**src/verilog/rfpg_pkg.sv**
```systemverilog
// Shared widths, address map and response codes for the power-gated state store
// The byte address is 14 bits wide, and bit 13 splits the memory window from control space
package rfpg_pkg;

    // ********************
    // Store geometry
    // ********************

    localparam int DEPTH       = 2048;
    localparam int BANK_DEPTH  = 1024;
    localparam int ADDR_W      = 11;
    localparam int BANK_ADDR_W = 10;
    localparam int DATA_W      = 12;

    // ********************
    // AXI4-Lite bus
    // ********************

    localparam int AXI_ADDR_W = 14;
    localparam int AXI_DATA_W = 32;

    // Register selects within the control space
    localparam logic [1:0] CSR_STATUS  = 2'd0;
    localparam logic [1:0] CSR_CONTROL = 2'd1;

    // Response codes as carried on BRESP and RRESP
    localparam logic [1:0] RESP_OKAY   = 2'b00;
    localparam logic [1:0] RESP_SLVERR = 2'b10;

    // One stored entry
    typedef logic [DATA_W-1:0] rfpg_rdata_t;

    // Memory window view, where the word index picks one entry
    typedef struct packed {
        logic              region;
        logic [ADDR_W-1:0] index;
        logic [1:0]        offset;
    } axil_mem_addr_t;

    // Control space view, where the reserved field has to be zero
    typedef struct packed {
        logic       region;
        logic [8:0] rsvd;
        logic [1:0] sel;
        logic [1:0] offset;
    } axil_csr_addr_t;

    // The same address word read either way
    typedef union packed {
        axil_mem_addr_t mem;
        axil_csr_addr_t csr;
    } axil_addr_u;

endpackage
```
**src/verilog/rf_init_sweeper.sv**
```systemverilog
// Zeroes every entry of the store, one entry per cycle
// A sweep also starts on its own in the first cycle after reset
module rf_init_sweeper (
    input  logic                        rclk,
    input  logic                        rclk_rst_n,
    input  logic                        start,
    output logic                        busy,
    output logic                        sw_we,
    output logic [rfpg_pkg::ADDR_W-1:0] sw_addr
);

    localparam logic [rfpg_pkg::ADDR_W-1:0] LAST = rfpg_pkg::ADDR_W'(rfpg_pkg::DEPTH - 1);

    // Set by reset so that the first clock after release kicks off a sweep
    logic                        armed;
    logic [rfpg_pkg::ADDR_W-1:0] cnt;

    always_ff @(posedge rclk or negedge rclk_rst_n) begin
        if (!rclk_rst_n) begin
            armed <= 1'b1;
            busy  <= 1'b0;
            cnt   <= '0;
        end else if (busy) begin
            // Step through the entries and stop after the last one
            cnt <= cnt + 1'b1;
            if (cnt == LAST) begin
                busy <= 1'b0;
            end
        end else if (armed || start) begin
            armed <= 1'b0;
            busy  <= 1'b1;
            cnt   <= '0;
        end
    end

    // Every busy cycle writes one entry
    assign sw_we   = busy;
    assign sw_addr = cnt;

endmodule

```
**config.mk**
```make
export PLATFORM = sky130hd
export DESIGN_NAME = rf_init_sweeper
export DESIGN_NICKNAME = d
export VERILOG_FILES = /design/src/verilog/rfpg_pkg.sv /design/src/verilog/rf_init_sweeper.sv
export SDC_FILE = /design/constraint.sdc
export NUM_CORES = 1
export LEC_CHECK = 0
export ABC_AREA = 1
export BUFFER_PORTS_ARGS = -buffer_cell sky130_fd_sc_hd__buf_2
export CAP_MARGIN = 20
export CORE_AREA = 8 8 45 47
export CTS_BUF_LIST = sky130_fd_sc_hd__clkbuf_2 sky130_fd_sc_hd__clkbuf_4 sky130_fd_sc_hd__clkbuf_8
export CTS_CLUSTER_SIZE = 14
export DETAILED_ROUTE_END_ITERATION = 10
export DIE_AREA = 0 0 53 55
export PLACE_DENSITY = 0.79
export RECOVER_POWER = 100
export SYNTH_ARGS = -nofsm -noshare
export SYNTH_HDL_FRONTEND = slang
export SYNTH_SLANG_ARGS = --single-unit
export TNS_END_PERCENT = 10
```
**constraint.sdc**
```tcl
create_clock -name rclk -period 2.15 [get_ports rclk]
set_input_delay 0.1075 -clock rclk [delete_from_list [all_inputs] [get_ports rclk]]
set_output_delay 0.1075 -clock rclk [all_outputs]
set_load 0.1 [all_outputs]
```
==> results of run 1 <==
## sequential cells by signal (all words and copies together) (netlist names)
signal and count:
armed 1, busy 1, sw_addr 11
## worst max path at each step
stage,to,from,slack (ns),depth (start not counted)
2_1_floorplan,sw_addr[8],sw_addr[0],0.26,6
3_3_place_gp,sw_addr[8],sw_addr[0],0.92,6
3_5_place_dp,sw_addr[8],sw_addr[0],0.87,7
4_1_cts,busy,busy,0.62,1
5_1_grt,sw_addr[0],sw_addr[0],0.35,1
6_report,sw_addr[3],sw_addr[3],0.42,1
## where the power goes
part           switching [mW]  internal [mW]  leakage [nW]
registers              0.0808          0.298         0.164
logic                   0.515         0.0885         0.185
clock network          0.0832         0.0847        0.0184
## cell type report
| class | instances | area [µm²] | share of cell area |
|---|---|---|---|
| Multi-Input combinational cell | 58 | 294 | 0.369 |
| Sequential cell | 13 | 327 | 0.410 |
| Timing Repair Buffer | 16 | 70.1 | 0.0879 |
| Inverter | 15 | 56.3 | 0.0706 |
| Tap cell | 16 | 20.0 | 0.0251 |
| Clock buffer | 4 | 30.0 | 0.0377 |
## cell usage in the layout, fill, tap and decap left out, drive strengths merged
cell / netlist / layout
nand2: 22 / 22
clkbuf: 0 / 18
inv: 15 / 15
nor2: 14 / 14
dfrtp: 12 / 12
nand3: 7 / 7
a21oi: 5 / 5
o21ai: 5 / 5
nand4: 2 / 2
xor2: 1 / 1
mux2i: 1 / 1
ha: 1 / 1
dfstp: 1 / 1
dlygate4sd3: 0 / 1
buf: 2 / 1
## timing repair
item | in CTS | in global routing
hold buffers | 1 | 0
endpoints found under the hold margin | 13 | 0
setup buffers | 0 | 0
## layer usage
metal,vias up,part of all wire
li1,309,-
met1,282,0.43
met2,23,0.47
met3,5,0.069
met4,0,0.024
met5,-,0
## cell families (layout without fill, tap and decap cells)
group / after synthesis / after routing
compound gates: 10 / 10
flops: 13 / 13
simple gates: 45 / 45
fa+ha+maj: 1 / 1
xor+xnor: 1 / 1
buf+inv: 17 / 35
mux: 1 / 1
## per-stage QoR
stage	area, µm²	setup slack [ns]	instances
2_1_floorplan	712	0.263	88
3_3_place_gp	788	0.921	117
3_5_place_dp	788	0.873	117
4_1_cts	828	0.625	122
5_1_grt	797	0.354	122
6_report	797	0.420	122
==> qor.csv, run 1 <==
metric;value;unit
status;finished, final reports clean;
Reg-to-Reg End;sw_addr[4];
critical path launch point type;register;
number of global-route vias before repair;586;
Final Max Tran Viols;0;
Arrival @ worst endpoint;1.62;ns
GP Congestion;0.816;
largest family of logic cells by synthesized area;simple AND/OR/NAND/NOR gates;
family with the most delay on the worst path;buffers and inverters;
Num CTS Buffers;3;
top-level I/O count;16;
# diodes;0;
hold path start;start;
Max Clock Skew;0.00273;ns
flop and latch count out of synthesis;13;
clock latency on the worst-skew pair;0.28;ns
Worst Hold Path EP;sw_addr[10];
grt met3 use;0.0294;
Final Util;0.576;
worst path cell trace;clkbuf_1;
final wirelength;1520;µm
R2R cell count;5;
Hold WS;0.128;ns
Post-synth top flop;dfrtp_1;
Avg Vias per Cell;5.07;
CTS sink count;13;
Critical Path End Type;primary output;
Buf+Inv Stages, Crit Path;1;
GR met2 Demand/Resource;0.180;
final net count;111;
hold depth;4;
xor-xnor portion of the synthesized cell area;0.0123;
Worst-Margin Slew;1.17;ns
most frequent cell after synthesis;nand2_1;
largest area contributor in the synthesized netlist;dfrtp_1;
f_max;578;MHz
residual DRC count;0;
ys async rst share;1.00;
Synth top area share;0.422;
detailed placement HPWL;1130;µm
Port-buffer cells;15;
simple-gate share of the synthesized area;0.306;
P&R area growth vs syn;12.0;%
min Tclk post-route;1.73;ns
post-synthesis mux area share;0.0141;
post-route ant nets;0;
unrepaired setup endpoints after global routing;no;
Synth Net Count;92;
Synth Cell Area;712;µm²
GR met1 Demand/Resource;0.161;
std cell rows;14;
synth top area cells;dfrtp_1 42%, nand2_1 10%, inv_1 5.8%, nand3_1 4.9%, nor2_1 4.7%;
Fin Setup TNS;0;ns
Synth Area in Compound Gates;0.0861;
WL/cell;12.5;µm
Critical Path Max Stage Delay;0.89;ns
Netlist cell types;20;
Static Leak;0.368;nW
via count;619;
Yosys warning count;0;
CP Class;reg2out;
core box area;0.00138;mm²
worst min path class;in2reg;
synth cell count leaders;19 x nand2_1, 12 x dfrtp_1, 11 x inv_1;
Post-synth EDFFs;0;
initial antenna violation count;0;
R2R Setup Slk;0.62;ns
Die W;53;µm
CTS Buffer Depth;2;
fillers;136;
Pwr Total;1.15;mW
root buffer cell;clkbuf_4;
Hold Fails Final Rpt;0;
fin crit share;0.805;
CTS clk-pin slew, worst paths;0.08;ns
FF-to-FF Start;armed;
Worst Path Required;2.04;ns
Max Cap Viol;0;
die area;0.00292;mm²
synthesized area per cell;8.09;µm²
Post-Synth Adder-Cell Area;0.0176;
GRT Total Usage;0.124;
DR pass1 iterations;5;
Initial Util;0.514;
share of post-route cells with drive strength above 1;0.142;
largest net degree at the start of global routing;14;
CTS tree;done;
CTS-repair resized insts;0;
largest fanout on the critical path;6;
Die Y;55;µm
DRT iter0 DRCs;20;
sequential share of the synthesized area;0.459;
Slowest-stage cell, CP;clkbuf_1;
synthesized instance count;88;
pwr/cell area;1440;mW/mm²
worst relative slew slack;0.224;
H-tree depth;1;
# setup viols final;0;
gr busiest metal;met2;
aggregate global routing overflow;0;
peak supply drop;0.955;mV
first-pass GRT wire length;2640;µm
(Power assumes the default switching activity.)
==> inputs of run 2 (changes only) <==
--- a/config.mk
+++ b/config.mk
@@ -8,12 +8,12 @@
 export ABC_AREA = 1
 export BUFFER_PORTS_ARGS = -buffer_cell sky130_fd_sc_hd__buf_2
 export CAP_MARGIN = 20
-export CORE_AREA = 8 8 45 47
+export CORE_AREA = 8 8 48 50
 export CTS_BUF_LIST = sky130_fd_sc_hd__clkbuf_2 sky130_fd_sc_hd__clkbuf_4 sky130_fd_sc_hd__clkbuf_8
 export CTS_CLUSTER_SIZE = 14
 export DETAILED_ROUTE_END_ITERATION = 10
-export DIE_AREA = 0 0 53 55
-export PLACE_DENSITY = 0.79
+export DIE_AREA = 0 0 56 58
+export PLACE_DENSITY = 0.72
 export RECOVER_POWER = 100
 export SYNTH_ARGS = -nofsm -noshare
 export SYNTH_HDL_FRONTEND = slang
==> constraint.sdc (replaced) <==
create_clock -name rclk -period 1.5 [get_ports rclk]
set_input_delay 0.075 -clock rclk [delete_from_list [all_inputs] [get_ports rclk]]
set_output_delay 0.075 -clock rclk [all_outputs]
set_load 0.1 [all_outputs]
==> run 2 against run 1 <==
Setup slack worse by 0.30 ns. Cell count grew 0.82%. Power rose by 47%. Global-route usage fell by 2.9 points. Clock skew grew 0.0068 ns. Clock power up 42%. Wire length grew 4.1%. Combinational power is 48% higher. Count of clock-buffer cells in the layout stayed put. Critical endpoint is now busy.
==> qor.csv, run 2 (synthesized netlist as in run 1, its figures left out) <==
metric;value;unit
Die W;56;µm
Slowest-stage cell, CP;dfrtp_2;
pwr/cell area;2040;mW/mm²
max reg flops;11;
status;finished, final reports clean;
GRT Total Usage;0.0949;
H-tree depth;1;
CTS sink count;13;
top-level I/O count;16;
min Tclk post-route;1.38;ns
die area;0.00325;mm²
detailed placement HPWL;1200;µm
Worst-Margin Slew;0.740;ns
largest fanout on the critical path;10;
# setup viols final;0;
Die Y;58;µm
CTS clk-pin slew, worst paths;0.09;ns
Final Max Tran Viols;0;
fillers;162;
root buffer cell;clkbuf_4;
initial antenna violation count;0;
Static Leak;0.394;nW
final wirelength;1580;µm
peak supply drop;1.18;mV
std cell rows;15;
P&R area growth vs syn;16.9;%
worst relative slew slack;0.507;
CTS tree;done;
CTS Hold Bufs;1;
Worst Path Required;1.42;ns
CTS Buffer Depth;2;
Fin Setup TNS;0;ns
# Post-CTS Setup Buffers;0;
WL/cell;12.9;µm
Port-buffer cells;15;
largest net degree at the start of global routing;14;
final net count;111;
Arrival @ worst endpoint;1.30;ns
Initial Util;0.441;
worst min path class;in2reg;
core box area;0.00161;mm²
footprint of the multi-input gates;305;µm²
worst path cell trace;clkbuf_2;
most frequent cells in the layout;20 x nand2_1, 13 x inv_1, 13 x clkbuf_2;
family with the most delay on the worst path;flip-flops;
fin crit share;0.918;
# diodes;0;
clock latency on the worst-skew pair;0.28;ns
DR pass1 iterations;4;
FF/Latch Area;335;µm²
CTS-repair resized insts;0;
share of post-route cells with drive strength above 1;0.330;
f_max;727;MHz
Num CTS Buffers;3;
first-pass GRT wire length;2520;µm
Hold Fails Final Rpt;0;
CP Class;reg2out;
residual DRC count;0;
Hold WS;0.114;ns
Avg Vias per Cell;5.00;
critical path launch point type;register;
via count;615;
Critical Path End Type;primary output;
number of global-route vias before repair;597;
aggregate global routing overflow;0;
Buf+Inv Stages, Crit Path;1;
post-route ant nets;0;
most common cell after layout, fill and taps aside;nand2_1;
GP Congestion;0.860;
Max Cap Viol;0;
Critical Path Max Stage Delay;0.51;ns
Max Clock Skew;0.00955;ns
unrepaired setup endpoints after global routing;no;
DRT iter0 DRCs;42;
[run 2: cell counts in the layout (fill, tap and decap cells not counted)]
Identical to the previous run, type by type.
[run 2: layer usage]
metal | global-route usage | up-vias | part of all wire
met5 | 0 | - | 0
met3 | 0.0328 | 9 | 0.080
li1 | - | 308 | -
met4 | 0.0584 | 0 | 0.024
met1 | 0.101 | 269 | 0.43
met2 | 0.158 | 29 | 0.47
[run 2: area by class of cell]
| class | count | share of cell area |
|---|---|---|
| clock buffers | 4 | 0.0361 |
| inverters | 15 | 0.0677 |
| multi-input cells | 58 | 0.367 |
| flip-flops and latches | 13 | 0.403 |
| well taps | 17 | 0.0256 |
| repair buffers | 16 | 0.101 |
[run 2: worst paths after layout]
path                       cells after the start        from  slack, ns           to
setup / recovery                               1        busy       0.12         busy
hold / removal                                 4       start       0.11  sw_addr[10]
setup reg to reg                               5       armed       0.20   sw_addr[3]
hold reg to reg                                1  sw_addr[0]       0.55   sw_addr[0]
max in group asynchronous                      2  rclk_rst_n       0.62   sw_addr[5]
min in group asynchronous                      2  rclk_rst_n       0.36  sw_addr[10]
[run 2: power breakdown]
part           internal, mW  switching (mW)  total, mW
Sequential            0.440           0.120      0.560
Clock                 0.121           0.117      0.238
Combinational         0.149           0.747      0.896
[run 2: through the flow]
step           worst slack [ns]  instance area, µm²  std cells  utilization  total power [mW]
2_1_floorplan            -0.157                 721         88            -              1.33
3_3_place_gp              0.317                 798        118        0.495              1.46
3_5_place_dp              0.273                 798        118        0.495              1.48
4_1_cts                   0.150                 838        123        0.519              1.72
5_1_grt                  0.0909                 832        123        0.516              1.77
6_report                  0.124                 832        123        0.516              1.69
==> inputs of run 3 (changes only) <==
==> constraint.sdc (replaced) <==
create_clock -name rclk -period 1.5 [get_ports rclk]
set_input_delay 0.15 -clock rclk [delete_from_list [all_inputs] [get_ports rclk]]
set_output_delay 0.15 -clock rclk [all_outputs]
set_load 0.1 [all_outputs]
==> run 3 against run 2 <==
Power decreased by 0.14%. Register-to-register slack hardly changed. Count of clock-buffer cells in the layout is the same. Utilization is 0.077 points lower. Non-clock buffer count is the same. Hold slack gained 0.075 ns. First-iteration DRC count unchanged.
==> qor.csv, run 3 (synthesized netlist as in run 1, its figures left out) <==
metric;value;unit
Max Clock Skew;0.00955;ns
CTS clk-pin slew, worst paths;0.09;ns
peak supply drop;1.18;mV
Cell Count Post-Placement;118;
unrepaired setup endpoints after global routing;no;
H-tree depth;1;
post-route ant nets;0;
final wirelength;1580;µm
# diodes;0;
share of post-route cells with drive strength above 1;0.321;
Die W;56;µm
Static Leak;0.394;nW
Worst-Margin Slew;0.740;ns
worst min path class;in2reg;
top-level I/O count;16;
Worst Path Required;1.35;ns
Hold WS;0.189;ns
worst path cell trace;clkbuf_2;
family with the most delay on the worst path;flip-flops;
most common cell after layout, fill and taps aside;nand2_1;
die area;0.00325;mm²
initial antenna violation count;0;
# setup viols final;0;
CTS Buffer Depth;2;
Fin Setup TNS;0;ns
DR pass1 iterations;4;
Avg Vias per Cell;5.00;
Num CTS Buffers;3;
GRT Total Usage;0.0949;
Max Cap Viol;0;
post-route cell area;831;µm²
number of global-route vias before repair;597;
largest net degree at the start of global routing;14;
most frequent cells in the layout;20 x nand2_1, 13 x inv_1, 12 x clkbuf_2;
GP Congestion;0.860;
root buffer cell;clkbuf_4;
P&R area growth vs syn;16.7;%
DRT iter0 DRCs;42;
Hold Fails Final Rpt;0;
Critical Path End Type;primary output;
FF-to-FF Start;sw_addr[0];
CTS sink count;13;
Arrival @ worst endpoint;1.30;ns
CTS-repair resized insts;0;
hold path start;start;
fillers;163;
worst relative slew slack;0.506;
# Post-CTS Setup Buffers;0;
Buf+Inv Stages, Crit Path;1;
WL/cell;12.9;µm
CTS tree;done;
non-filler instance count after layout;123;
via count;615;
final net count;111;
Slowest-stage cell, CP;dfrtp_2;
detailed placement HPWL;1200;µm
CP Class;reg2out;
f_max;690;MHz
core box area;0.00161;mm²
Initial Util;0.441;
fin crit share;0.966;
clock latency on the worst-skew pair;0.28;ns
Pwr Total;1.69;mW
std cell rows;15;
Area after DPL;798;µm²
status;finished, final reports clean;
Die Y;58;µm
Final Max Tran Viols;0;
pwr/cell area;2040;mW/mm²
max reg flops;11;
aggregate global routing overflow;0;
Critical Path Max Stage Delay;0.51;ns
Critical Path Start;busy;
Port-buffer cells;15;
largest fanout on the critical path;10;
residual DRC count;0;
first-pass GRT wire length;2520;µm
min Tclk post-route;1.45;ns
CTS Hold Bufs;1;
critical path launch point type;register;
[run 3: changes by cell type in the layout (fill, tap and decap cells not counted), sizes merged]
cell | previous run | this run
buf | 1 | 2
clkbuf | 18 | 17
[run 3: cell type report]
type / count / area [µm²] / area share
clock buffers: 4 / 30.0 / 0.0361
inverters: 15 / 56.3 / 0.0678
multi-input cells: 58 / 305 / 0.367
flip-flops and latches: 13 / 334 / 0.402
well taps: 17 / 21.3 / 0.0256
repair buffers: 16 / 83.8 / 0.101
[run 3: stage by stage]
step,setup slack [ns],utilization
after floorplan,-0.157,-
after detailed placement,0.273,0.495
after global placement,0.317,0.495
final,0.0510,0.515
after global routing,0.0336,0.515
after CTS,0.0748,0.519
[run 3: worst paths after layout]
kind | slack (ns) | cells after the start | endpoint
setup / recovery | 0.05 | 1 | busy
hold / removal | 0.19 | 4 | sw_addr[10]
setup reg to reg | 0.19 | 6 | sw_addr[8]
hold reg to reg | 0.57 | 2 | armed
max in group asynchronous | 0.54 | 2 | sw_addr[5]
min in group asynchronous | 0.44 | 2 | sw_addr[10]
[run 3: power breakdown]
part           switching, mW  internal, mW  total [mW]
Clock                  0.117         0.121       0.238
Sequential             0.120         0.438       0.558
Combinational          0.748         0.149       0.896
[run 3: layer usage]
| metal | global-route usage | vias to the layer above | routed length, µm |
|---|---|---|---|
| met2 | 0.158 | 29 | 741 |
| met5 | 0 | - | 0 |
| met1 | 0.101 | 269 | 676 |
| met4 | 0.0584 | 0 | 38 |
| met3 | 0.0328 | 9 | 126 |
| li1 | - | 308 | - |
