**src/verilog/rfpg_pkg.sv**
```systemverilog
// Shared widths, address map and response codes for the power-gated state store
// The byte address is 14 bits wide, and bit 13 splits the memory window from control space
package rfpg_pkg;

    // ********************
    // Store geometry
    // ********************

    localparam int DEPTH       = 2048;
    localparam int BANK_DEPTH  = 1024;
    localparam int ADDR_W      = 11;
    localparam int BANK_ADDR_W = 10;
    localparam int DATA_W      = 12;

    // ********************
    // AXI4-Lite bus
    // ********************

    localparam int AXI_ADDR_W = 14;
    localparam int AXI_DATA_W = 32;

    // Register selects within the control space
    localparam logic [1:0] CSR_STATUS  = 2'd0;
    localparam logic [1:0] CSR_CONTROL = 2'd1;

    // Response codes as carried on BRESP and RRESP
    localparam logic [1:0] RESP_OKAY   = 2'b00;
    localparam logic [1:0] RESP_SLVERR = 2'b10;

    // One stored entry
    typedef logic [DATA_W-1:0] rfpg_rdata_t;

    // Memory window view, where the word index picks one entry
    typedef struct packed {
        logic              region;
        logic [ADDR_W-1:0] index;
        logic [1:0]        offset;
    } axil_mem_addr_t;

    // Control space view, where the reserved field has to be zero
    typedef struct packed {
        logic       region;
        logic [8:0] rsvd;
        logic [1:0] sel;
        logic [1:0] offset;
    } axil_csr_addr_t;

    // The same address word read either way
    typedef union packed {
        axil_mem_addr_t mem;
        axil_csr_addr_t csr;
    } axil_addr_u;

endpackage
```
**src/verilog/rf_port_if.sv**
```systemverilog
// Write and read port of the state store, driven by the control module
// Read data shows up one cycle after re and holds until the next re
interface rf_port_if;

    // Write side, the entry is updated on the clock edge where we is high
    logic                               we;
    logic [rfpg_pkg::ADDR_W-1:0]        waddr;
    rfpg_pkg::rfpg_rdata_t              wdata;

    // Read side
    logic                               re;
    logic [rfpg_pkg::ADDR_W-1:0]        raddr;
    rfpg_pkg::rfpg_rdata_t              rdata;

    // The control module issues all accesses
    modport ctrl (
        output we, waddr, wdata, re, raddr,
        input  rdata
    );

    // The store answers them
    modport store (
        input  we, waddr, wdata, re, raddr,
        output rdata
    );

endinterface

```
**src/verilog/rfpg_axil_ctrl.sv**
```systemverilog
// AXI4-Lite slave for the state store, one access in flight at a time
// WSTRB and AxPROT are ignored, every write stores the full entry
module rfpg_axil_ctrl (
    input  logic                            rclk,
    input  logic                            rclk_rst_n,
    input  logic                            awvalid,
    output logic                            awready,
    input  logic [rfpg_pkg::AXI_ADDR_W-1:0] awaddr,
    input  logic                            wvalid,
    output logic                            wready,
    input  logic [rfpg_pkg::AXI_DATA_W-1:0] wdata,
    input  logic [3:0]                      wstrb,
    output logic                            bvalid,
    input  logic                            bready,
    output logic [1:0]                      bresp,
    input  logic                            arvalid,
    output logic                            arready,
    input  logic [rfpg_pkg::AXI_ADDR_W-1:0] araddr,
    output logic                            rvalid,
    input  logic                            rready,
    output logic [rfpg_pkg::AXI_DATA_W-1:0] rdata,
    output logic [1:0]                      rresp,
    input  logic                            pwr_status,
    output logic                            sweep_start,
    input  logic                            sweep_busy,
    input  logic                            sw_we,
    input  logic [rfpg_pkg::ADDR_W-1:0]     sw_addr,
    rf_port_if.ctrl                         port
);

    typedef enum logic [2:0] {
        ST_IDLE, ST_RD_WAIT, ST_RD_RESP, ST_WR_RESP, ST_CSR_RESP
    } state_t;

    state_t                          state;
    rfpg_pkg::axil_addr_u            aw_u;
    rfpg_pkg::axil_addr_u            ar_u;
    logic                            wr_hs;
    logic                            rd_hs;
    logic                            aw_bad;
    logic                            ar_bad;
    logic [1:0]                      resp_q;
    logic                            start_pend;
    logic [rfpg_pkg::ADDR_W-1:0]     rd_idx_q;
    logic [rfpg_pkg::AXI_DATA_W-1:0] csr_rdata_q;

    // ********************
    // Decode and handshakes
    // ********************

    assign aw_u = awaddr;
    assign ar_u = araddr;

    // Control space errors are a nonzero reserved field or a select past CONTROL
    assign aw_bad = aw_u.csr.region && ((aw_u.csr.rsvd != '0) || aw_u.csr.sel[1]);
    assign ar_bad = ar_u.csr.region && ((ar_u.csr.rsvd != '0) || ar_u.csr.sel[1]);

    // Address and data are taken together, and only when both are offered
    assign awready = (state == ST_IDLE) && !sweep_busy && awvalid && wvalid;
    assign wready  = awready;
    assign wr_hs   = awready;

    // A complete write offer wins over a read in the same cycle
    assign arready = (state == ST_IDLE) && !sweep_busy && !(awvalid && wvalid);
    assign rd_hs   = arready && arvalid;

    // ********************
    // Response FSM
    // ********************

    always_ff @(posedge rclk or negedge rclk_rst_n) begin
        if (!rclk_rst_n) begin
            state      <= ST_IDLE;
            resp_q     <= rfpg_pkg::RESP_OKAY;
            start_pend <= 1'b0;
        end else begin
            case (state)
                ST_IDLE: begin
                    if (wr_hs) begin
                        state      <= ST_WR_RESP;
                        resp_q     <= aw_bad ? rfpg_pkg::RESP_SLVERR : rfpg_pkg::RESP_OKAY;
                        // Only a good CONTROL write with bit 0 set arms a sweep
                        start_pend <= aw_u.csr.region && !aw_bad && wdata[0]
                                      && (aw_u.csr.sel == rfpg_pkg::CSR_CONTROL);
                    end else if (rd_hs) begin
                        state  <= ar_u.mem.region ? ST_CSR_RESP : ST_RD_WAIT;
                        resp_q <= ar_bad ? rfpg_pkg::RESP_SLVERR : rfpg_pkg::RESP_OKAY;
                    end
                end
                ST_RD_WAIT:  state <= ST_RD_RESP;
                ST_RD_RESP:  if (rready) state <= ST_IDLE;
                ST_WR_RESP:  if (bready) state <= ST_IDLE;
                ST_CSR_RESP: if (rready) state <= ST_IDLE;
                default:     state <= ST_IDLE;
            endcase
        end
    end

    // Read index and CSR read value are captured at the AR handshake
    always_ff @(posedge rclk) begin
        if (rd_hs) begin
            rd_idx_q    <= ar_u.mem.index;
            csr_rdata_q <= '0;
            if (!ar_bad && (ar_u.csr.sel == rfpg_pkg::CSR_STATUS)) begin
                csr_rdata_q[1:0] <= {pwr_status, sweep_busy};
            end
        end
    end

    // The sweep follows the B handshake of the CONTROL write
    assign sweep_start = (state == ST_WR_RESP) && bready && start_pend;

    // ********************
    // Store port and responses
    // ********************

    // The sweep owns the write port while it runs, host writes land at the handshake edge
    assign port.we    = sweep_busy ? sw_we : (wr_hs && !aw_u.mem.region);
    assign port.waddr = sweep_busy ? sw_addr : aw_u.mem.index;
    assign port.wdata = sweep_busy ? '0 : wdata[rfpg_pkg::DATA_W-1:0];

    // The store read goes out one cycle after the AR handshake
    assign port.re    = (state == ST_RD_WAIT);
    assign port.raddr = rd_idx_q;

    assign bvalid = (state == ST_WR_RESP);
    assign bresp  = resp_q;
    assign rvalid = (state == ST_RD_RESP) || (state == ST_CSR_RESP);
    assign rresp  = resp_q;

    // Store data holds until the next re, which cannot come before rready
    assign rdata = (state == ST_RD_RESP) ? rfpg_pkg::AXI_DATA_W'(port.rdata) : csr_rdata_q;

endmodule

```
**src/flat_wrapper.sv**
```systemverilog
// flat-port wrapper written by rule: the top's interface ports become plain ports
module rfpg_axil_ctrl_flat 
  (rclk, rclk_rst_n, awvalid, awready, awaddr, wvalid, wready, wdata, wstrb, bvalid, bready, bresp, arvalid, arready, araddr, rvalid, rready, rdata, rresp, pwr_status, sweep_start, sweep_busy, sw_we, sw_addr, port_we, port_waddr, port_wdata, port_re, port_raddr, port_rdata);
  rf_port_if port_i ();
  input  logic rclk;
  input  logic rclk_rst_n;
  input  logic awvalid;
  output logic awready;
  input  logic [rfpg_pkg::AXI_ADDR_W-1:0] awaddr;
  input  logic wvalid;
  output logic wready;
  input  logic [rfpg_pkg::AXI_DATA_W-1:0] wdata;
  input  logic [3:0] wstrb;
  output logic bvalid;
  input  logic bready;
  output logic [1:0] bresp;
  input  logic arvalid;
  output logic arready;
  input  logic [rfpg_pkg::AXI_ADDR_W-1:0] araddr;
  output logic rvalid;
  input  logic rready;
  output logic [rfpg_pkg::AXI_DATA_W-1:0] rdata;
  output logic [1:0] rresp;
  input  logic pwr_status;
  output logic sweep_start;
  input  logic sweep_busy;
  input  logic sw_we;
  input  logic [rfpg_pkg::ADDR_W-1:0] sw_addr;
  output wire logic [$bits(port_i.we)-1:0] port_we;
  output wire logic [$bits(port_i.waddr)-1:0] port_waddr;
  output wire logic [$bits(port_i.wdata)-1:0] port_wdata;
  output wire logic [$bits(port_i.re)-1:0] port_re;
  output wire logic [$bits(port_i.raddr)-1:0] port_raddr;
  input wire logic [$bits(port_i.rdata)-1:0] port_rdata;
  assign port_we = port_i.we;
  assign port_waddr = port_i.waddr;
  assign port_wdata = port_i.wdata;
  assign port_re = port_i.re;
  assign port_raddr = port_i.raddr;
  assign port_i.rdata = port_rdata;
  rfpg_axil_ctrl u_core (.rclk(rclk), .rclk_rst_n(rclk_rst_n), .awvalid(awvalid), .awready(awready), .awaddr(awaddr), .wvalid(wvalid), .wready(wready), .wdata(wdata), .wstrb(wstrb), .bvalid(bvalid), .bready(bready), .bresp(bresp), .arvalid(arvalid), .arready(arready), .araddr(araddr), .rvalid(rvalid), .rready(rready), .rdata(rdata), .rresp(rresp), .pwr_status(pwr_status), .sweep_start(sweep_start), .sweep_busy(sweep_busy), .sw_we(sw_we), .sw_addr(sw_addr), .port(port_i));
endmodule
```
**config.mk**
```make
export PLATFORM = sky130hd
export DESIGN_NAME = rfpg_axil_ctrl_flat
export DESIGN_NICKNAME = d
export VERILOG_FILES = /design/src/verilog/rfpg_pkg.sv /design/src/verilog/rf_port_if.sv /design/src/verilog/rfpg_axil_ctrl.sv /design/src/flat_wrapper.sv
export SDC_FILE = /design/constraint.sdc
export NUM_CORES = 1
export LEC_CHECK = 0
export BUFFER_PORTS_ARGS = -buffer_cell sky130_fd_sc_hd__buf_2
export CAP_MARGIN = 20
export CORE_AREA = 2 2 68 70
export CTS_BUF_LIST = sky130_fd_sc_hd__clkbuf_4 sky130_fd_sc_hd__clkbuf_8 sky130_fd_sc_hd__clkbuf_16
export DETAILED_ROUTE_END_ITERATION = 10
export DIE_AREA = 0 0 70 72
export PLACE_DENSITY = 0.85
export SLEW_MARGIN = 20
export SYNTH_ARGS = -nofsm -noshare
export SYNTH_HDL_FRONTEND = slang
export SYNTH_SLANG_ARGS = --single-unit
```
**constraint.sdc**
```tcl
create_clock -name rclk -period 2.06 [get_ports rclk]
set_input_delay 0.103 -clock rclk [delete_from_list [all_inputs] [get_ports rclk]]
set_output_delay 0.103 -clock rclk [all_outputs]
set_load 0.03 [all_outputs]
```
==> results.txt, run 1 <==
* Finished Layout Cells: 303
- The die covers 5040 sq um.
- At the end of routability-driven placement, the weighted congestion stood at a little under 0.8.
- After clock tree synthesis, the clock-pin slew on the worst setup and hold paths is 0.07 ns.
- Arrival time worst endpoint: around 1.7 ns
* Leakage component of the power: 1.02 nW
* # placed instances: 298
* Switching power: 0.000607 W
- The run finished with clean final reports.
- 175 I/O pins were placed.
- CTS sink count: 18
* Via count of the first global-routing pass: 1172
- Setup repair after global routing left no endpoint under its margin.
* Max Clk Rate: 551 MHz
- The critical path goes through inv_2 > nor3_1 > buf_4 > mux2_1 > buf_2.
* Initial Utilization: 0.302
* Area of the multi-input gates: 622 sq um
* Wire length of the first global-routing pass: 5260 microns
- Number of optimization iterations in the first detailed-route pass: 4
* DR WL/cell: 11.4 microns
- Buffers placed on the I/O ports in this run total 124.
- The share of total power dissipated in combinational logic is 0.494.
- Fin crit period: 1.81 ns
- Data required time at the worst endpoint: 1.96 ns
* Cell at the root of the clock tree: sky130_fd_sc_hd__clkbuf_8
* Clock network latency to the later pin of the worst-skew pair: about 0.25 ns
- Across the routed clock network, the largest skew measured is 0.00455 ns.
- Synthesis handed over a netlist of 129 instances.
- The hold violation count in the final report was 0.
- Number of different library cells in the post-synthesis netlist: 33
- The clock passes through at most 2 buffers.
- Dpl hpwl: 3090 microns
- Max-slew violations: 0
* Die Span X: 70 microns
- Sort of element at the start of the critical path: flop
* Clock group share of total power: 0.172
- TritonCTS built the clock tree.
- Max Fanout on Critical Path: 12
- By area the synthesized netlist is led by sky130_fd_sc_hd__edfxtp_1 30%, sky130_fd_sc_hd__buf_4 14%, sky130_fd_sc_hd__dfrtp_1 9.7%, sky130_fd_sc_hd__mux2_2 9.6%, sky130_fd_sc_hd__and2_1 5.8%.
- Portion of the clock cycle consumed by the worst path in the final layout: 0.880
- Ratio of cells with drive above 1 in the final layout: 0.582
- In this design, the stage delay of the slowest critical-path cell is 0.49 ns.
- The die is slightly above 70 microns tall.
* Filler cells: 438
* Post-synth top area share: 0.304
- Net count reported at finish: around 350
* Cell at the slowest stage of the critical path: sky130_fd_sc_hd__dfrtp_1
- Synth Warn #: 0
- CTS H-Tree Depth: 1
- Cell internal power was estimated by the tool at between 0.0007 and 0.0008 W.
- Switching share of power: 0.435
- The core region is approximately 4300 sq um.
- The worst setup path is captured at a primary output.
* Number of nets still failing antenna checks after routing: 0
- Largest vdd supply drop: 0.203 mV
- Total detailed-routing wirelength: 3450 microns
* Crit-path leading delay family: flip-flops
- For this design the ratio of total power to cell area is 731 nW/um^2.
- Using the TritonRoute via totals, the vias-per-cell ratio works out to about 4.3.
- Top cell type by total area after synthesis: sky130_fd_sc_hd__edfxtp_1
- Maximum number of pins on one net before global-route repair: 28
- Number of clock buffers inserted by TritonCTS: 3
* Critical path buffers and inverters: 3
* Seq/Total Area, Yosys: 0.401
- The number of antenna violations at the first check in global routing was 0.
- Total global-route track usage: 0.130
- Registers take 515 sq um.
* GRT Residual Overflow: 0
- 0 antenna diodes ended up in the layout.
- Finish-stage setup viols: 0
- #FFs+latches synth: 18
- Syn Area/Cell: 9.97 sq um
- Compared with the post-synthesis result, the final layout area differs by 48.3%.
- After the first detailed-routing iteration, the DRC count stood at 37.
- Resize count post-CTS: 0
- In this run the core area contains 24 standard-cell rows.
* Type of the worst min-delay path: input port to flop
- The mapped netlist covers 1290 sq um.
* Final standard cell utilization of the core: 0.447
- Via count: approximately 1300
* Total DRC errors in the routed layout: 0
- The share of total power dissipated in sequential elements is 0.333.
* Post-Route Setup TNS: 0 ns
- Across the run, the number of max-cap violations was 0.
- The worst setup path is of the flop to primary output kind.
registers in the layout, summed over array words and instances (netlist names):
| name | flops |
|---|---|
| u_core.state | 3 |
| u_core.csr_rdata_q | 2 |
| u_core.start_pend | 1 |
| u_core.port.raddr | 11 |
| u_core.bresp | 1 |
cells in the final DEF, fill, tap and decap left out, types with 3 or more instances in the layout:
cell type,n
sky130_fd_sc_hd__buf_2,124
sky130_fd_sc_hd__nor2b_1,12
sky130_fd_sc_hd__conb_1,22
sky130_fd_sc_hd__mux2_2,11
sky130_fd_sc_hd__nor4_1,4
sky130_fd_sc_hd__nand2_1,6
sky130_fd_sc_hd__edfxtp_1,13
sky130_fd_sc_hd__and2_1,12
sky130_fd_sc_hd__dfrtp_1,5
sky130_fd_sc_hd__nor2_1,5
sky130_fd_sc_hd__clkbuf_8,3
worst paths after layout:
| check | to | depth (start not counted) | start | slack, ns |
|---|---|---|---|---|
| setup / recovery | rdata[0] | 5 | u_core.state[1] | 0.25 |
| setup reg to reg | u_core.port.raddr[0] | 3 | u_core.state[2] | 0.52 |
| min in group asynchronous | u_core.state[1] | 2 | rclk_rst_n | 0.20 |
| max in group asynchronous | u_core.bresp[1] | 2 | rclk_rst_n | 1.73 |
| hold reg to reg | u_core.start_pend | 2 | u_core.start_pend | 0.51 |
| hold / removal | u_core.port.raddr[7] | 1 | araddr[9] | 0.04 |
cell families (layout without fill, tap and decap cells):
logic type	count (synthesis)	after routing	synth area share
compound gates	10	10	0.0516
xor+xnor	1	1	0.00681
buf+inv	34	135	0.177
flops	18	18	0.401
mux	13	13	0.114
other cells	1	22	0.00292
simple gates	52	52	0.247
cell type report:
class,count,share of cell area
repair buffers,127,0.338
multi-input cells,98,0.326
flip-flops and latches,18,0.270
well taps,52,0.0341
clock buffers,3,0.0216
inverters,4,0.00787
clock inverters,1,0.00197
per-stage QoR:
| step | power [W] | hold slack (ns) | area [sq um] | worst slack [ns] |
|---|---|---|---|---|
| 2_1_floorplan | 0.000998 | -0.193 | 1370 | 0.166 |
| 3_3_place_gp | 0.00116 | -0.0743 | 1850 | 0.538 |
| 3_5_place_dp | 0.00117 | -0.0734 | 1850 | 0.512 |
| 4_1_cts | 0.00141 | 0.0390 | 1910 | 0.246 |
| 5_1_grt | 0.00146 | 0.0355 | 1910 | 0.0777 |
| 6_report | 0.00140 | 0.0421 | 1910 | 0.247 |
per-layer routing:
metal | wire length (microns) | global-route usage
met5 | 0 | 0
met3 | 350 | 0.0208
met1 | 1200 | 0.131
met4 | 26 | 0.0449
met2 | 1870 | 0.269
power groups by stage:
stage / logic [W] / clock network, W / registers (W)
floorplan: 0.000497 / 0 / 0.000501
global route: 0.000736 / 0.000258 / 0.000471
detailed placement: 0.000695 / 0 / 0.000474
CTS: 0.000698 / 0.000245 / 0.000466
finish: 0.000690 / 0.000240 / 0.000465
global placement: 0.000687 / 0 / 0.000470
worst reg2reg max path, cell delays in order (launching register included):
cell and delay, ns:
sky130_fd_sc_hd__dfrtp_1 0.48, sky130_fd_sc_hd__nor4_2 0.34, sky130_fd_sc_hd__and3_1 0.20, sky130_fd_sc_hd__buf_4 0.21
synthesized netlist by cell type, drive strengths merged:
cell	number
a21oi	2
a22o	1
a22oi	1
a31oi	2
a32o	1
and2	12
and3	2
buf	27
clkbuf	3
conb	1
dfrtp	5
edfxtp	13
inv	4
mux2	13
nand2	6
nand3	3
nand4b	1
nor2	6
nor2b	12
nor3	2
nor3b	2
nor4	5
o21ai	2
o31ai	1
or4	1
xnor2	1
repair_timing:
action / CTS / global route
setup endpoints to repair: 0 / 0
hold buffers: 1 / 0
setup buffers: 0 / 0
endpoints found under the hold margin: 5 / 0
Power figures use the tool's default switching activity.
==> inputs of run 2 (changes only) <==
Clock period 2.06 ns to 1.9 ns, I/O delays scaled along.
==> results.txt, run 2 (same netlist as run 1, synthesis figures left out) <==
- Outcome: completed
- The register with the most flip-flops in the layout has 11 of them.
* Max Clk Rate: roughly 560 MHz
* Placed cell area: 1860 sq um
- The signal on the critical path passes through or4_4 > a21oi_1 > buf_2.
- Cell at the root of the clock tree: sky130_fd_sc_hd__clkbuf_8
- Summing all non-filler instances in the final layout gives an area of 1930 sq um.
* Site row count: 24
- Type of the worst min-delay path: input port to flop
- Counting every sink on the clock net gives 18.
- Most used cells in the layout excluding fill and tap cells: 124 x sky130_fd_sc_hd__buf_2, 22 x sky130_fd_sc_hd__conb_1, 13 x sky130_fd_sc_hd__edfxtp_1
- Clk pin slew, worst setup/hold paths: 0.07 ns
- The clock passes through at most 2 buffers.
- Sort of element at the start of the critical path: flop
- The filler cells instantiated in the layout total between 400 and 500.
- Clock network latency to the later pin of the worst-skew pair: 0.25 ns
- Initial antenna violation count: 0
* RSZ-0062 raised after global routing: false
- The worst hold path terminates at u_core.port.raddr[9].
- The number of antenna diodes in the final layout is 0.
- Leaving out filler cells and counting taps, the final layout contains roughly 300.
* Arrival time worst endpoint: around 1.7 ns
- Portion of the clock cycle consumed by the worst path in the final layout: 0.938
- The final max-slew violation count came to 0.
- For this block, the initial DRC count from the detailed router was 51.
* Core Box Area: 4260 sq um
- Max Fanout on Critical Path: 8
- Number of max-cap violations: 0
- Via count: 1313
- In the final routed layout, each cell accounts on average for 11.9 microns.
* Wire length of the first global-routing pass: 5290 microns
- Of the cells placed in the final design, the portion with a size suffix greater than 1 is 0.587.
- The clock period could shrink to ~1.8 ns.
* Dpl hpwl: between 3000 and 4000 microns
- Largest vdd supply drop: 0.230 mV
- Minimum setup slack among reg-to-reg paths: 0.37 ns
* Post-Route Skew: 0.00273 ns
- The analysis attributes to cell leakage a power of 1.03 nW.
- Total detailed-routing wirelength: around 3600 microns
* Count of port buffers added during placement: 124
- The startpoint identified for the worst register-to-register timing path is u_core.state[2].
* Total DRC errors in the routed layout: 0
- Final Wtd Congestion: 0.785
- GRT Residual Overflow: 0
- Number of optimization iterations in the first detailed-route pass: 4
- Crit-path leading delay family: simple AND/OR/NAND/NOR gates
- Adding up every negative setup slack in the final design gives 0 ns.
* Number of nets still failing antenna checks after routing: 0
- Via count of the first global-routing pass: roughly 1200
- Initial Utilization: 0.302
- Io pins: 175
- Together, buffers and inverters on the worst path number 1.
- Start point of the critical path: u_core.state[2]
* Total global-route track usage: 0.133
- Registers take approximately 520 sq um.
- Layout Area Growth over Synthesis: 50.0%
- Power Dens Cells: 798 nW/um^2
- Summing all multi-input logic gate instances after layout gives about 640 sq um.
- The critical path is of the flop to primary output type.
* Reg-to-reg endpoint: u_core.port.raddr[8]
- CTS built an H-tree with a depth of 1.
* Post-CTS repair timing setup buffer count: 0
- Max stage delay on crit path: 0.58 ns
- Net count reported at finish: 350
* Die Span X: 70 microns
- Including well taps, the total number of placed cells is about 300.
- Vert. Die Dim: 72 microns
- Final standard cell utilization of the core: 0.452
* Maximum number of pins on one net before global-route repair: 25
* Worst Setup End Kind: primary output
* Die area: 5040 sq um
* Total Power Consumption: between 0.0015 and 0.002 W
* Leading cell type in the layout, fill and taps excluded: sky130_fd_sc_hd__buf_2
* CTS tree: built
- The worst hold path begins at araddr[11].
- Finish-stage setup viols: 0
- Cell at the slowest stage of the critical path: sky130_fd_sc_hd__or4_4
- Endpoints failing hold: 0
* Worst Hold Depth: 1
- Data required time at the worst endpoint: roughly 1.8 ns
* Depth of the worst register-to-register path: 3
- Buffers inserted during clock tree synthesis total 3.
* Vias per Instance: 4.32
## run 2: cell types whose count changed in the layout (fill, tap and decap cells not counted), sizes merged
| cell | delta |
|---|---|
| buf | +1 |
## run 2: area by class of cell
cell class	count	area share
timing repair buffer	128	0.339
multi-input combinational	98	0.329
sequential	18	0.267
tap	52	0.0337
clock buffer	3	0.0214
inverter	4	0.00778
clock inverter	1	0.00195
## run 2: worst max path at each step
stage,end,depth (start not counted)
2_1_floorplan,sweep_start,3
3_3_place_gp,rdata[0],4
3_5_place_dp,rdata[0],4
4_1_cts,rdata[0],4
5_1_grt,rdata[8],5
6_report,arready,3
## run 2: routing by layer
layer	GRT usage	up-vias	wire length [microns]
met2	0.273	95	1940
li1	-	645	-
met4	0.0577	0	61
met3	0.00972	5	342
met1	0.137	568	1260
met5	0	-	0
## run 2: through the flow
step / worst slack (ns) / hold WS, ns
floorplan: 0.0140 / -0.201
global placement: 0.336 / -0.0863
detailed placement: 0.292 / -0.0809
CTS: 0.0102 / 0.0268
global route: 0.00874 / 0.0235
finish: 0.117 / 0.0292
## run 2: worst reg2reg max path, stage by stage (launching register included)
cell and delay (ns):
sky130_fd_sc_hd__dfrtp_1 0.50, sky130_fd_sc_hd__nor4_4 0.33, sky130_fd_sc_hd__and3_1 0.19, sky130_fd_sc_hd__buf_4 0.21
## run 2: what timing repair did
item | 4_1_cts | 5_1_grt
resized for setup | 0 | 2
endpoints found under the hold margin | 5 | 0
endpoints found under the setup margin | 0 | 13
hold buffers | 1 | 0
## run 2: power by group
group	switching (W)	internal (W)
sequential	0.0000412	0.000467
clock	0.000128	0.000144
combinational	0.000508	0.000251
total	0.000677	0.000862
==> inputs of run 3 (changes only) <==
==> constraint.sdc (replaced) <==
create_clock -name rclk -period 1.9 [get_ports rclk]
set_input_delay 0.095 -clock rclk [delete_from_list [all_inputs] [get_ports rclk]]
set_output_delay 0.095 -clock rclk [all_outputs]
set_load 0.01 [all_outputs]
==> results.txt, run 3 (same netlist as run 1, synthesis figures left out) <==
* Critical path class: flop to primary output
- Number of flip-flops under the largest register name: 11
- The clock reaches the later pin of the worst-skew pair after 0.25 ns.
- Most used cells in the layout excluding fill and tap cells: 124 x sky130_fd_sc_hd__buf_2, 22 x sky130_fd_sc_hd__conb_1, 13 x sky130_fd_sc_hd__edfxtp_1
- The HPWL after detailed placement is 3230 microns.
- Setup repair after global routing left no endpoint under its margin.
- The final layout contains 350 nets.
- Data arrives at the worst endpoint at 1.63 ns.
* Clock group share of total power: 0.206
- Fin crit period: ~1.7 ns
* Leakage component of the power: ~1.0 nW
- The first global-routing pass estimated roughly 5300 microns of wire.
- The total area inside the core boundary comes to 4260 sq um.
* Maximum number of pins on one net before global-route repair: 25
* Clk pin slew, worst setup/hold paths: 0.07 ns
- The endpoint identified for the worst register-to-register timing path is u_core.port.raddr[5].
- The count of nets left with antenna violations once routing finished came out at 0.
- Minimum setup slack among reg-to-reg paths: 0.33 ns
- STA puts the critical path data required time at 1.80 ns.
* Worst hold endpoint: u_core.port.raddr[6]
- Across the VDD grid, the largest voltage drop is 0.231 mV.
- GRT Residual Overflow: 0
- Number of inserted diodes: 0
- Traced cell by cell, the critical path runs through inv_2 > nor3_2 > mux2_1 > buf_2.
* Share of power burned in registers: 0.393
- The worst setup path is launched from a flop.
* Start point of the critical path: u_core.state[1]
* Finish-stage setup viols: 0
- In this run the post-CTS setup repair buffer count came out at 0.
- Portion of the clock cycle consumed by the worst path in the final layout: 0.908
- Once routing completed, OpenROAD measured the worst setup slack at around 0.17 ns.
- Total global-route track usage: 0.132
- Ratio of cells with drive above 1 in the final layout: 0.587
- The run finished with clean final reports.
- Portion of total power attributed to combinational logic: 0.401
- Initial Utilization: 0.302
* Via count: 1326
- Max Clk Rate: 579 MHz
- Cell at the slowest stage of the critical path: sky130_fd_sc_hd__dfrtp_1
- Switching power: 0.000430 W
* Via count of the first global-routing pass: 1225
- Number of clock buffers inserted by TritonCTS: 3
- Pin placement for this block handled ~180 I/O pins.
* Vias per Instance: 4.36
- DR WL/cell: approximately 12 microns
- Max Fanout on Critical Path: 7
* Total DRC errors in the routed layout: 0
* Crit-path leading delay family: flip-flops
- Across the routed clock network, the largest skew measured is 0.00216 ns.
* Power Dens Cells: around 670 nW/um^2
* Reg2Reg Launch Point: u_core.state[2]
- Measured on the finished design, the core utilization comes to 0.450.
- CTS H-Tree Depth: 1
* Worst-case setup slack after placement: 0.305 ns
- Hold Startpoint: araddr[8]
- Depth of the worst register-to-register path: 3
- Worst Hold Depth: 1
- Cell Int Power: 0.000856 W
- The path class of the tightest hold or removal check is input port to flop.
* Die Span X: 70 microns
- The worst setup path is captured at a primary output.
- Layout Area Growth over Synthesis: 49.3%
- Site row count: 24
- Counting every sink on the clock net gives 18.
* Vert. Die Dim: 72 microns
- The tool flagged a number of max-cap violations equal to 0.
* Max-slew violations: 0
- The hold violation count in the final report came to 0.
* Cell at the root of the clock tree: sky130_fd_sc_hd__clkbuf_8
- Clock tree buffer depth: 2
- Summed over all layers, the routed wires come to 3650 microns.
- Input and output buffers added on the ports amount to 124.
- Leaving out fill and tap cells, the most frequent cell in the layout is sky130_fd_sc_hd__buf_2.
- Switching share of power: 0.334
* Number of optimization iterations in the first detailed-route pass: 4
- The number of buffers and inverters on the critical path is 2.
- For this run, the slowest stage of the critical path takes 0.50 ns.
- Initial antenna violation count: 0
- After the first detailed-routing iteration, the DRC count stood at 75.
- CTS tree: built
- Die area: about 5000 sq um
* Final Wtd Congestion: 0.794
- Setup total negative slack on the finished layout was measured at 0 ns.
run 3: per-layer routing:
| layer | routed length, microns | GRT usage |
|---|---|---|
| met4 | 27 | 0.0449 |
| met5 | 0 | 0 |
| met1 | 1260 | 0.130 |
| met2 | 2020 | 0.284 |
| met3 | 342 | 0.0125 |
run 3: through the flow:
step	power, W	cell area [sq um]	cells	hold WS (ns)
floorplan	0.000839	1370	150	-0.201
global placement	0.00101	1860	299	-0.0869
detailed placement	0.00103	1860	299	-0.0820
CTS	0.00130	1920	304	0.0300
global route	0.00136	1920	304	0.0313
finish	0.00129	1920	304	0.0346
run 3: worst register-to-register path: stages, from the launching register on:
cell,delay (ns)
sky130_fd_sc_hd__dfrtp_1,0.48
sky130_fd_sc_hd__nor4_2,0.36
sky130_fd_sc_hd__and3_1,0.20
sky130_fd_sc_hd__buf_4,0.22
run 3: layout make-up:
type	instances	area (sq um)
well taps	52	65.1
repair buffers	128	653
flip-flops and latches	18	515
clock buffers	3	41.3
inverters	4	15.0
multi-input cells	98	627
clock inverters	1	3.75
fillers	425	2340
run 3: how the worst max path moves through the flow:
stage | end | cells past startpoint
global route | rdata[1] | 4
global placement | rdata[0] | 4
detailed placement | rdata[0] | 4
finish | rdata[0] | 4
floorplan | u_core.csr_rdata_q[0] | 3
CTS | rdata[0] | 4
run 3: timing repair:
item | CTS | global route
setup endpoints to repair | 0 | 11
hold buffers | 1 | 0
hold endpoints to repair | 5 | 0
resized for setup | 0 | 1
run 3: power groups by stage:
stage	registers (W)	logic [W]	clock network, W
after global placement	0.000509	0.000505	0
after floorplan	0.000505	0.000334	0
after CTS	0.000504	0.000520	0.000273
final	0.000506	0.000516	0.000265
after detailed placement	0.000513	0.000517	0
after global routing	0.000512	0.000563	0.000283
